**src/verilog/trace_settings.svh**
```systemverilog
//////////////////////////////////////////////////
// trace unit settings
// widths shared by the package and the trackers
//////////////////////////////////////////////////

`ifndef TRACE_SETTINGS_SVH
`define TRACE_SETTINGS_SVH

// data bus and address width
`define TRACE_XLEN 32

// register file
`define TRACE_GNUM 32  // number of GPRs
`define TRACE_GLOG 5   // GPR index width, log2 of GNUM

// record numbering
`define TRACE_SEQW 32  // sequence counter width

`endif
```
**src/verilog/trace_pkg.sv**
```systemverilog
//////////////////////////////////////////////////
// trace unit package
// TCB bus structs, per unit records, the full
// trace record and the state/opcode enums
//////////////////////////////////////////////////

`default_nettype none

`include "trace_settings.svh"

package trace_pkg;

    //////////////////////////////////////////////////
    // TCB bus
    //////////////////////////////////////////////////

    typedef struct packed {
        logic [`TRACE_XLEN-1:0] adr;  // address
        logic                   wen;  // write enable
        logic                   ren;  // read enable
        logic [2-1:0]           siz;  // logarithmic size
        logic [`TRACE_XLEN-1:0] wdt;  // write data
    } tcb_req_t;

    typedef struct packed {
        logic [`TRACE_XLEN-1:0] rdt;  // read data, one cycle after trn
    } tcb_rsp_t;

    //////////////////////////////////////////////////
    // enums
    //////////////////////////////////////////////////

    // instruction length from the low opcode bits
    typedef enum logic [1:0] {
        INS_16   = 2'd0,
        INS_32   = 2'd1,
        INS_LONG = 2'd2  // 48 bits and up, not supported
    } ins_size_e;

    // data bus operation
    typedef enum logic [1:0] {
        LSU_NONE  = 2'd0,
        LSU_LOAD  = 2'd1,
        LSU_STORE = 2'd2
    } lsu_op_e;

    //////////////////////////////////////////////////
    // records
    //////////////////////////////////////////////////

    typedef struct packed {
        logic [`TRACE_XLEN-1:0] adr;  // PC
        logic [`TRACE_XLEN-1:0] ins;  // instruction word
        ins_size_e              siz;  // decoded length
        logic                   ill;  // illegal length encoding
    } ifu_rec_t;

    typedef struct packed {
        lsu_op_e                op;
        logic [`TRACE_XLEN-1:0] adr;
        logic [2-1:0]           siz;
        logic [`TRACE_GLOG-1:0] wid;  // store source GPR
        logic [`TRACE_XLEN-1:0] wdt;  // store data, else zero
        logic [`TRACE_XLEN-1:0] rdt;  // load data, else zero
    } lsu_rec_t;

    typedef struct packed {
        logic                   ena;  // write-back enable
        logic [`TRACE_GLOG-1:0] idx;  // destination GPR
        logic [`TRACE_XLEN-1:0] dat;  // destination data
    } wbu_rec_t;

    typedef struct packed {
        logic [`TRACE_SEQW-1:0] seq;  // running record number
        ifu_rec_t               ifu;
        wbu_rec_t               wbu;
        lsu_rec_t               lsu;
        logic [`TRACE_GLOG-1:0] rid;  // load destination GPR
    } trace_rec_t;

endpackage: trace_pkg

`default_nettype wire

```
**src/verilog/degu_trace_top.sv**
```systemverilog
//////////////////////////////////////////////////
// execution trace unit top
// fetch and data trackers side by side, merged
// by the record assembler
//////////////////////////////////////////////////

`timescale 1ns/1ps
`default_nettype none

`include "trace_settings.svh"

module degu_trace_top
    import trace_pkg::*;
(
    input  wire                         tcb_ifu,  // clock
    input  wire                         reset,    // sync, active high
    // TCB instruction bus
    input  wire                         ifu_trn,
    input  wire tcb_req_t               ifu_req,
    input  wire tcb_rsp_t               ifu_rsp,
    // TCB data bus
    input  wire                         lsu_trn,
    input  wire tcb_req_t               lsu_req,
    input  wire tcb_rsp_t               lsu_rsp,
    // GPR array
    input  wire                         gpr_den,  // destination enable
    input  wire [`TRACE_GLOG-1:0]       gpr_did,  // destination index
    input  wire [`TRACE_XLEN-1:0]       gpr_ddt,  // destination data
    input  wire [`TRACE_GLOG-1:0]       gpr_sid,  // source index
    // trace out, fetch n -> strobe n+3
    output logic                        trace_vld,
    output trace_rec_t                  trace_rec
);

    // tracker results
    logic     ifu_vld;
    ifu_rec_t ifu_rec;
    logic     lsu_vld;
    lsu_rec_t lsu_rec;

    ifu_tracker ifu_trk (
        .tcb_ifu (tcb_ifu),
        .reset   (reset),
        .ifu_trn (ifu_trn),
        .ifu_req (ifu_req),
        .ifu_rsp (ifu_rsp),
        .ifu_vld (ifu_vld),
        .ifu_rec (ifu_rec)
    );

    lsu_tracker lsu_trk (
        .tcb_ifu (tcb_ifu),
        .reset   (reset),
        .lsu_trn (lsu_trn),
        .lsu_req (lsu_req),
        .lsu_rsp (lsu_rsp),
        .gpr_sid (gpr_sid),
        .lsu_vld (lsu_vld),
        .lsu_rec (lsu_rec)
    );

    trace_assembler asm_i (
        .tcb_ifu   (tcb_ifu),
        .reset     (reset),
        .ifu_vld   (ifu_vld),
        .ifu_rec   (ifu_rec),
        .lsu_vld   (lsu_vld),
        .lsu_rec   (lsu_rec),
        .gpr_den   (gpr_den),
        .gpr_did   (gpr_did),
        .gpr_ddt   (gpr_ddt),
        .trace_vld (trace_vld),
        .trace_rec (trace_rec)
    );

endmodule: degu_trace_top

`default_nettype wire

```
**src/verilog/trace_assembler.sv**
```systemverilog
//////////////////////////////////////////////////
// trace record assembler
// merges fetch and data records with the live
// GPR write-back and numbers each record
//////////////////////////////////////////////////

`timescale 1ns/1ps
`default_nettype none

`include "trace_settings.svh"

module trace_assembler
    import trace_pkg::*;
(
    input  wire                         tcb_ifu,  // clock
    input  wire                         reset,    // sync, active high
    // fetch tracker
    input  wire                         ifu_vld,
    input  wire ifu_rec_t               ifu_rec,
    // data tracker
    input  wire                         lsu_vld,
    input  wire lsu_rec_t               lsu_rec,
    // GPR write-back, sampled live
    input  wire                         gpr_den,
    input  wire [`TRACE_GLOG-1:0]       gpr_did,
    input  wire [`TRACE_XLEN-1:0]       gpr_ddt,
    // trace out, one cycle strobe, no back-pressure
    output logic                        trace_vld,
    output trace_rec_t                  trace_rec
);

    //////////////////////////////////////////////////
    // local signals
    //////////////////////////////////////////////////

    logic [`TRACE_SEQW-1:0] seq_cnt;  // number of the next record
    lsu_rec_t               lsu_sel;
    wbu_rec_t               wbu_sel;
    logic [`TRACE_GLOG-1:0] rid_sel;

    //////////////////////////////////////////////////
    // field select
    //////////////////////////////////////////////////

    // data part, empty record when no transfer paired
    always_comb begin
        if (lsu_vld) begin
            lsu_sel = lsu_rec;
        end else begin
            lsu_sel    = '0;
            lsu_sel.op = LSU_NONE;
        end
    end

    // write-back, payload zeroed when disabled
    always_comb begin
        wbu_sel.ena = gpr_den;
        wbu_sel.idx = gpr_den ? gpr_did : '0;
        wbu_sel.dat = gpr_den ? gpr_ddt : '0;
    end

    // load destination shares the write-back index
    assign rid_sel = (lsu_vld && (lsu_rec.op == LSU_LOAD)) ? gpr_did : '0;

    //////////////////////////////////////////////////
    // output register
    //////////////////////////////////////////////////

    always_ff @(posedge tcb_ifu) begin
        if (reset) begin
            trace_vld <= 1'b0;
            seq_cnt   <= '0;
        end else begin
            trace_vld <= ifu_vld;
            if (ifu_vld) begin
                seq_cnt <= seq_cnt + 1'b1;  // once per record
            end
        end
    end

    always_ff @(posedge tcb_ifu) begin
        if (ifu_vld) begin
            trace_rec.seq <= seq_cnt;
            trace_rec.ifu <= ifu_rec;
            trace_rec.wbu <= wbu_sel;
            trace_rec.lsu <= lsu_sel;
            trace_rec.rid <= rid_sel;
        end
    end

    // a data transfer always pairs with a fetch one cycle older
    assert property (@(posedge tcb_ifu) disable iff (reset)
        lsu_vld |-> ifu_vld);

endmodule: trace_assembler

`default_nettype wire

```
**src/verilog/lsu_tracker.sv**
```systemverilog
//////////////////////////////////////////////////
// load/store tracker
// registers a data bus request with its source
// GPR and joins the response into a data record
//////////////////////////////////////////////////

`timescale 1ns/1ps
`default_nettype none

`include "trace_settings.svh"

module lsu_tracker
    import trace_pkg::*;
(
    input  wire                         tcb_ifu,  // clock
    input  wire                         reset,    // sync, active high
    // TCB data bus monitor
    input  wire                         lsu_trn,
    input  wire tcb_req_t               lsu_req,
    input  wire tcb_rsp_t               lsu_rsp,
    // store source register index
    input  wire [`TRACE_GLOG-1:0]       gpr_sid,
    // data record out, lined up with the owning fetch record
    output logic                        lsu_vld,
    output lsu_rec_t                    lsu_rec
);

    //////////////////////////////////////////////////
    // local signals
    //////////////////////////////////////////////////

    lsu_op_e                req_op;   // op of live request
    // request stage
    lsu_op_e                lsu_op;
    logic [`TRACE_XLEN-1:0] lsu_adr;
    logic [2-1:0]           lsu_siz;
    logic [`TRACE_GLOG-1:0] lsu_wid;
    logic [`TRACE_XLEN-1:0] lsu_wdt;

    // wen/ren to opcode
    always_comb begin
        if (lsu_req.wen) begin
            req_op = LSU_STORE;
        end else if (lsu_req.ren) begin
            req_op = LSU_LOAD;
        end else begin
            req_op = LSU_NONE;
        end
    end

    //////////////////////////////////////////////////
    // request stage
    //////////////////////////////////////////////////

    always_ff @(posedge tcb_ifu) begin
        if (reset) begin
            lsu_vld <= 1'b0;
        end else begin
            lsu_vld <= lsu_trn;  // valid in the response cycle
        end
    end

    always_ff @(posedge tcb_ifu) begin
        if (lsu_trn) begin
            lsu_op  <= req_op;
            lsu_adr <= lsu_req.adr;
            lsu_siz <= lsu_req.siz;
            lsu_wid <= gpr_sid;  // source index comes with the request
            lsu_wdt <= lsu_req.wen ? lsu_req.wdt : '0;  // stores only
        end
    end

    // response joined live, loads only
    always_comb begin
        lsu_rec.op  = lsu_op;
        lsu_rec.adr = lsu_adr;
        lsu_rec.siz = lsu_siz;
        lsu_rec.wid = lsu_wid;
        lsu_rec.wdt = lsu_wdt;
        lsu_rec.rdt = (lsu_op == LSU_LOAD) ? lsu_rsp.rdt : '0;
    end

    // single direction per transfer
    assert property (@(posedge tcb_ifu) disable iff (reset)
        lsu_trn |-> !(lsu_req.wen && lsu_req.ren));

endmodule: lsu_tracker

`default_nettype wire

```
**src/verilog/ifu_tracker.sv**
```systemverilog
//////////////////////////////////////////////////
// instruction fetch tracker
// two stage capture of fetch address and returned
// word, with length and illegal encoding decode
//////////////////////////////////////////////////

`timescale 1ns/1ps
`default_nettype none

`include "trace_settings.svh"

module ifu_tracker
    import trace_pkg::*;
(
    input  wire                   tcb_ifu,  // clock
    input  wire                   reset,    // sync, active high
    // TCB instruction bus monitor
    input  wire                   ifu_trn,
    input  wire tcb_req_t         ifu_req,
    input  wire tcb_rsp_t         ifu_rsp,
    // fetch record out, n+2
    output logic                  ifu_vld,
    output ifu_rec_t              ifu_rec
);

    //////////////////////////////////////////////////
    // local signals
    //////////////////////////////////////////////////

    logic                   ifu_pnd;  // fetch waiting for its response
    logic [`TRACE_XLEN-1:0] ifu_pad;  // address of pending fetch
    ins_size_e              dec_siz;  // decoded length of live word
    logic                   dec_ill;

    //////////////////////////////////////////////////
    // length decode
    //////////////////////////////////////////////////

    // RISC-V length encoding, only 16/32 bit supported
    always_comb begin
        if (ifu_rsp.rdt[1:0] != 2'b11) begin
            dec_siz = INS_16;    // compressed
            dec_ill = 1'b0;
        end else if (ifu_rsp.rdt[4:2] != 3'b111) begin
            dec_siz = INS_32;
            dec_ill = 1'b0;
        end else begin
            dec_siz = INS_LONG;  // 48 bit or longer
            dec_ill = 1'b1;
        end
    end

    //////////////////////////////////////////////////
    // capture pipe
    //////////////////////////////////////////////////

    // control, n -> pending, n+1 -> valid
    always_ff @(posedge tcb_ifu) begin
        if (reset) begin
            ifu_pnd <= 1'b0;
            ifu_vld <= 1'b0;
        end else begin
            ifu_pnd <= ifu_trn;
            ifu_vld <= ifu_pnd;
        end
    end

    // payload
    always_ff @(posedge tcb_ifu) begin
        if (ifu_trn) begin
            ifu_pad <= ifu_req.adr;  // request valid with trn
        end
        if (ifu_pnd) begin
            ifu_rec.adr <= ifu_pad;
            ifu_rec.ins <= ifu_rsp.rdt;  // response one cycle later
            ifu_rec.siz <= dec_siz;
            ifu_rec.ill <= dec_ill;
        end
    end

    // PC always at least halfword aligned
    assert property (@(posedge tcb_ifu) disable iff (reset)
        ifu_trn |-> (ifu_req.adr[0] == 1'b0));

endmodule: ifu_tracker

`default_nettype wire

```
**config.mk**
```make
export PLATFORM = sky130hd
export DESIGN_NAME = degu_trace_top
export DESIGN_NICKNAME = d
export VERILOG_FILES = /design/src/verilog/trace_pkg.sv /design/src/verilog/degu_trace_top.sv /design/src/verilog/trace_assembler.sv /design/src/verilog/lsu_tracker.sv /design/src/verilog/ifu_tracker.sv
export VERILOG_INCLUDE_DIRS = /design/src /design/src/verilog
export SDC_FILE = /design/constraint.sdc
export NUM_CORES = 1
export LEC_CHECK = 0
export BUFFER_PORTS_ARGS = -buffer_cell sky130_fd_sc_hd__buf_2
export CAP_MARGIN = 0
export CORE_ASPECT_RATIO = 0.6
export CORE_MARGIN = 8
export CORE_UTILIZATION = 40
export DETAILED_ROUTE_END_ITERATION = 12
export GPL_TIMING_DRIVEN = 0
export SLEW_MARGIN = 20
export SYNTH_ARGS = -nofsm -noshare
export SYNTH_HDL_FRONTEND = slang
export SYNTH_HIERARCHICAL = 1
export SYNTH_SLANG_ARGS = --single-unit
export TNS_END_PERCENT = 1
```
**constraint.sdc**
```tcl
create_clock -name tcb_ifu -period 8.9 [get_ports tcb_ifu]
set_clock_uncertainty 0.2 [all_clocks]
set_input_delay 2.225 -clock tcb_ifu [delete_from_list [all_inputs] [get_ports tcb_ifu]]
set_output_delay 2.225 -clock tcb_ifu [all_outputs]
set_load 0.01 [all_outputs]
```
# ---- Word level (Yosys, flattened, before mapping)
# Index checks and enable logic that the tools add are counted.
dict set report word_totals {
  ff_bits 455
  latchBits 0
  mem_bits_rw 0
  mem_bits_ro 0
  inputBits 247
  out_inout_bits 248
  wordCells 39
  memories 0
}
dict set report classes {
  n_addsub 1
  mul 0
  n_div 0
  n_lt_le_gt_ge 0
  eq_ne 3
  n_shift 0
  mux 3
  n_bitwise 0
  reduce_logical 2
}
# op n
set op_table {}
lappend op_table {{32-bit by 1-bit adder with 32-bit output (second input constant)} 1}
lappend op_table {{3-bit != test (second input constant)} 1}
lappend op_table {{2-bit by 1-bit == test with 1-bit output (second input constant)} 1}
lappend op_table {{1-bit two-way mux} 2}
lappend op_table {{2-bit two-way mux} 1}
lappend op_table {{2-bit != test (second input constant)} 1}
lappend op_table {{2-bit AND reduction} 1}
lappend op_table {{1-bit logical AND} 1}

# ---- Depth between registers and ports, before layout
dict set report depth {
  depth_word 2
  depth_mapped 6
  ltp_nobuf 5
}

# ---- By module
# The synthesis kept the hierarchy.
# module n_inst cells_each area_each_um2 seq_area_each_um2
set by_module_without_submodules {}
lappend by_module_without_submodules {trace_assembler 1 590 10024.6 8077.7}
lappend by_module_without_submodules {ifu_tracker 1 107 3029.2 2982.9}
lappend by_module_without_submodules {lsu_tracker 1 149 2805.2 2212.1}

# ---- Worst setup path after synthesis
# No wires, ideal clock.
dict set report synth_path {
  path_type {flip-flop to flip-flop}
  from {register ifu_trk.ifu_vld}
  to {register asm_i.seq_cnt[28]}
  setup_ps 123
  t_arrival_ps 7805
  t_required_ps 8577
  slack_ps 771
  path_stages_with_launch 7
  path_buffers 2
  period_less_slack_ps 8129
  path_cell_list {dfxtp_1 -> buf_2 -> nand3_1 -> or3_4 -> buf_4 -> nor4_2 -> mux2_1}
}
# element line
set synth_lines {}
lappend synth_lines {{start: declaration} ifu_tracker.sv:22} ;# output logic ifu_vld,
lappend synth_lines {{start signal: assignment} ifu_tracker.sv:64} ;# ifu_vld <= ifu_pnd;
lappend synth_lines {{end signal: assignment} trace_assembler.sv:76} ;# seq_cnt <= seq_cnt + 1'b1;
lappend synth_lines {{end: declaration} trace_assembler.sv:36} ;# logic [`TRACE_SEQW-1:0] seq_cnt;

==> impl_metrics.toml <==
[pwr]
power_leakage_nw = 7.98
peakVddDrop_mv = 0.192
clockPowerShare_pct = 40.8
pwr-share-seq_pct = 55.1
internal-power_mw = 3.54
comb_power_share_pct = 4.1
p_sw_uw = 902
power_mw = 4.44
p_sw_share_pct = 20.3
power_density_mw_per_mm2 = 218

[synthesis]
syn_area_sq_mm = 0.0159
synth-edff-count = 418
syn_area_per_cell_sq_um = 18.7
ys_types = 41
ys_ff_latch = 454
synth.net_count = 1094
synthCells = 846
async_flop_share_pct = 0
yosysSeqAreaShare_pct = 83.7
ys.flop_type = "edfxtp_1"
synth_warnings = 6

[sta]
final_max_slew_viol_count = 0
rsz0062_at_grt = "no"
maxSlewHeadroom_pct = 48.7
max_freq_mhz = 260
period_share_pct = 43.2
setup_slack_ns = 5.06
holdWs_ns = 0.214
worst_pin_slew_ns = 0.770
setup_viol = 0
period_needed_ns = 3.84
hold_violations = 0

[die]
dieArea_sq_mm = 0.0465
die_w_um = 273
die_h_um = 170
core_sq_mm = 0.0391
rows = 56
initial_core_util_pct = 40.6
io_pins = 495

[critical_path]
crit_path_end_kind = "flip-flop"
rr_worst_depth = 9
critPathLaunch = "ifu_trk/ifu_vld$_SDFF_PP0_"
path_cells = "buf_16 -> buf_16 -> buf_16 -> buf_2 -> nand3_1 -> or3_4 -> buf_4 -> nor4_2 -> mux2_1"
arrival_ns = 4.07
rr_startpoint = "ifu_trk/ifu_vld$_SDFF_PP0_"
crit_path_max_incr_delay_ns = 0.80
worstSetupStartpointType = "flip-flop"
rrSetupSlack_ns = 5.06
path_max_fanout = 52
cp_slowest_cell = "dfxtp_4"
critPathKind = "reg2reg"
cpMostUsedCell = "buf_16"
critPathRequiredTime_ns = 9.12
r2r-end = "asm_i/seq_cnt[30]$_SDFFE_PP0P_"
critPathCapture = "asm_i/seq_cnt[30]$_SDFFE_PP0P_"

[final_layout]
fillers = 3277
finalNonFillerCells = 1916
area_growth_syn_to_layout_pct = 28.5
drive_gt1_share_pct = 42.1
final_util_pct = 52.1
final_net_count = 1603

[clock_tree]
clk_pin_slew_ns = 0.07
insertion_delay_ns = 0.55
cts_tree = "yes"
cts-buffers-inserted = 43
post-cts-setup-buffer-count = 0
numClockSinks = 454
post_cts_resized = 0
cts_max_level = 2
cts_hold_repair.buffers = 0
cts_buffer_depth = 3
cts_root_buffer = "clkbuf_16"

[placement]
portBuffers = 458
place.gp.congestion = 0.810
numPlacedInstances = 1832
preCtsSetupSlack_ns = 5.00
hpwlAfterDp_mm = 26.8

[route]
ant_nets = 0
via_per_inst = 4.60
vias = 8809
drt-pass1-iter-count = 5
wl_per_cell_um = 19.4
drc = 0
wirelength_mm = 37.3
drtIter0Drc = 541

[worst_hold_path]
hold_class = "reg2reg"

[global_route]
track_usage_pct = 15.4
grt.overflow.total = 0
grt_max_degree = 55
grt_pass1_vias = 9056
grt_pass1_wl_mm = 55.2
antenna_found_initial = 11

[run_status]
status = "finished clean"

[job]
drv_cap = 0
==> Yosys cell counts, types with 11 or more instances <==
| library cell | instances | area (sq um) |
|---|---|---|
| and2_1 | 150 | 938 |
| nand3_1 | 11 | 55.1 |
| clkbuf_1 | 19 | 71.3 |
| nand2_1 | 15 | 56.3 |
| nor2_1 | 21 | 78.8 |
| a21oi_1 | 12 | 60.1 |
| and2_2 | 29 | 218 |
| dfxtp_1 | 36 | 721 |
| nor2b_1 | 13 | 81.3 |
| and3b_1 | 30 | 263 |
| edfxtp_1 | 418 | 12600 |
==> worst min-delay path by stage <==
| stage | end | start | depth (start not counted) | slack, ns |
|---|---|---|---|---|
| after global placement | asm_i/trace_rec[164]$_DFFE_PP_ | ifu_trk/ifu_rec[16]$_DFFE_PP_ | 0 | 0.20 |
| after global routing | asm_i/trace_rec[174]$_DFFE_PP_ | ifu_trk/ifu_rec[26]$_DFFE_PP_ | 0 | 0.22 |
| after detailed placement | asm_i/trace_rec[160]$_DFFE_PP_ | ifu_trk/ifu_rec[12]$_DFFE_PP_ | 0 | 0.20 |
| after CTS | ifu_trk/ifu_rec[58]$_DFFE_PP_ | ifu_trk/ifu_pad[23]$_DFFE_PP_ | 0 | 0.22 |
| after floorplan | asm_i/trace_rec[149]$_DFFE_PP_ | ifu_trk/ifu_rec[1]$_SDFFCE_PP0P_ | 0 | 0.20 |
| final | ifu_trk/ifu_rec[58]$_DFFE_PP_ | ifu_trk/ifu_pad[23]$_DFFE_PP_ | 0 | 0.21 |
==> cells by family (layout without fill, tap and decap cells) <==
group,after synthesis,in the layout,synth area share [%]
adders and majority gates,1,1,0.0789
xor gates and xnor gates,11,11,0.607
and+or+nand+nor,311,311,13.0
DFF,454,454,83.7
AOI/OAI and AO/OA,24,24,0.884
buffers and inverters,36,579,1.12
muxes,9,9,0.631
other,0,5,0
==> placed cells by master, fill, tap and decap left out, drive strengths merged, types with 4 or more instances in the layout <==
cell and n:
xnor2 6, dfxtp 36, and2 179, nor4 10
and3b 32, diode 5, inv 6, clkbuf 81
or3 6, nand2 15, xor2 5, a21oi 12
o21ai 4, o31ai 8, edfxtp 418, mux2 8
clkinv 14, or4 9, nor2 21, nand3 12
buf 475, nand4 5, nor2b 14
==> registers in the layout (all words and copies together) (netlist names) <==
register	count
asm_i/trace_rec	247
ifu_trk/ifu_rec	66
asm_i/seq_cnt	32
ifu_trk/ifu_pad	32
lsu_trk/lsu_adr	32
lsu_trk/lsu_wdt	32
lsu_trk/lsu_wid	5
lsu_trk/lsu_op	2
lsu_trk/lsu_siz	2
asm_i/trace_vld	1
ifu_trk/ifu_pnd	1
ifu_trk/ifu_vld	1
lsu_trk/lsu_vld	1
==> per-layer routing <==
metal / routed length (um) / GRT usage (%) / up-vias
met5: 71 / 0 / -
met4: 761 / 4.18 / 12
met3: 3550 / 6.14 / 67
met2: 18100 / 25.6 / 290
met1: 14800 / 18.5 / 4267
li1: - / - / 4173
==> critical path, delay by kind of cell (launching register included) <==
kind / cells / cell delay, ns
mux: 1 / 0.37
flops: 1 / 0.80
buf+inv: 5 / 1.39
simple gates: 3 / 0.91
==> final cells by class <==
| type | count | area [sq um] | share of cell area, % |
|---|---|---|---|
| Buffer | 33 | 166 | 0.816 |
| Clock inverter | 20 | 204 | 1.00 |
| Multi-Input combinational cell | 356 | 2410 | 11.8 |
| Clock buffer | 59 | 1190 | 5.82 |
| Tap cell | 522 | 653 | 3.20 |
| Timing Repair Buffer | 464 | 2460 | 12.1 |
| Inverter | 3 | 11.3 | 0.0552 |
| Antenna cell | 5 | 12.5 | 0.0614 |
| Sequential cell | 454 | 13300 | 65.2 |
==> per-stage QoR <==
step                setup TNS (ns)  area, sq um
CTS                              0        20400
finish                           0        20400
global placement           -168.12        18800
detailed placement               0        19000
floorplan                        0        15900
global route                     0        20400
==> power groups by stage <==
stage / clock network (mW) / registers, mW / logic, mW
finish: 1.81 / 2.45 / 0.182
global placement: 0 / 2.52 / 0.157
global route: 1.95 / 2.45 / 0.202
detailed placement: 0 / 2.49 / 0.186
CTS: 1.86 / 2.45 / 0.187
floorplan: 0 / 2.52 / 0.0469
(Power assumes the default switching activity.)
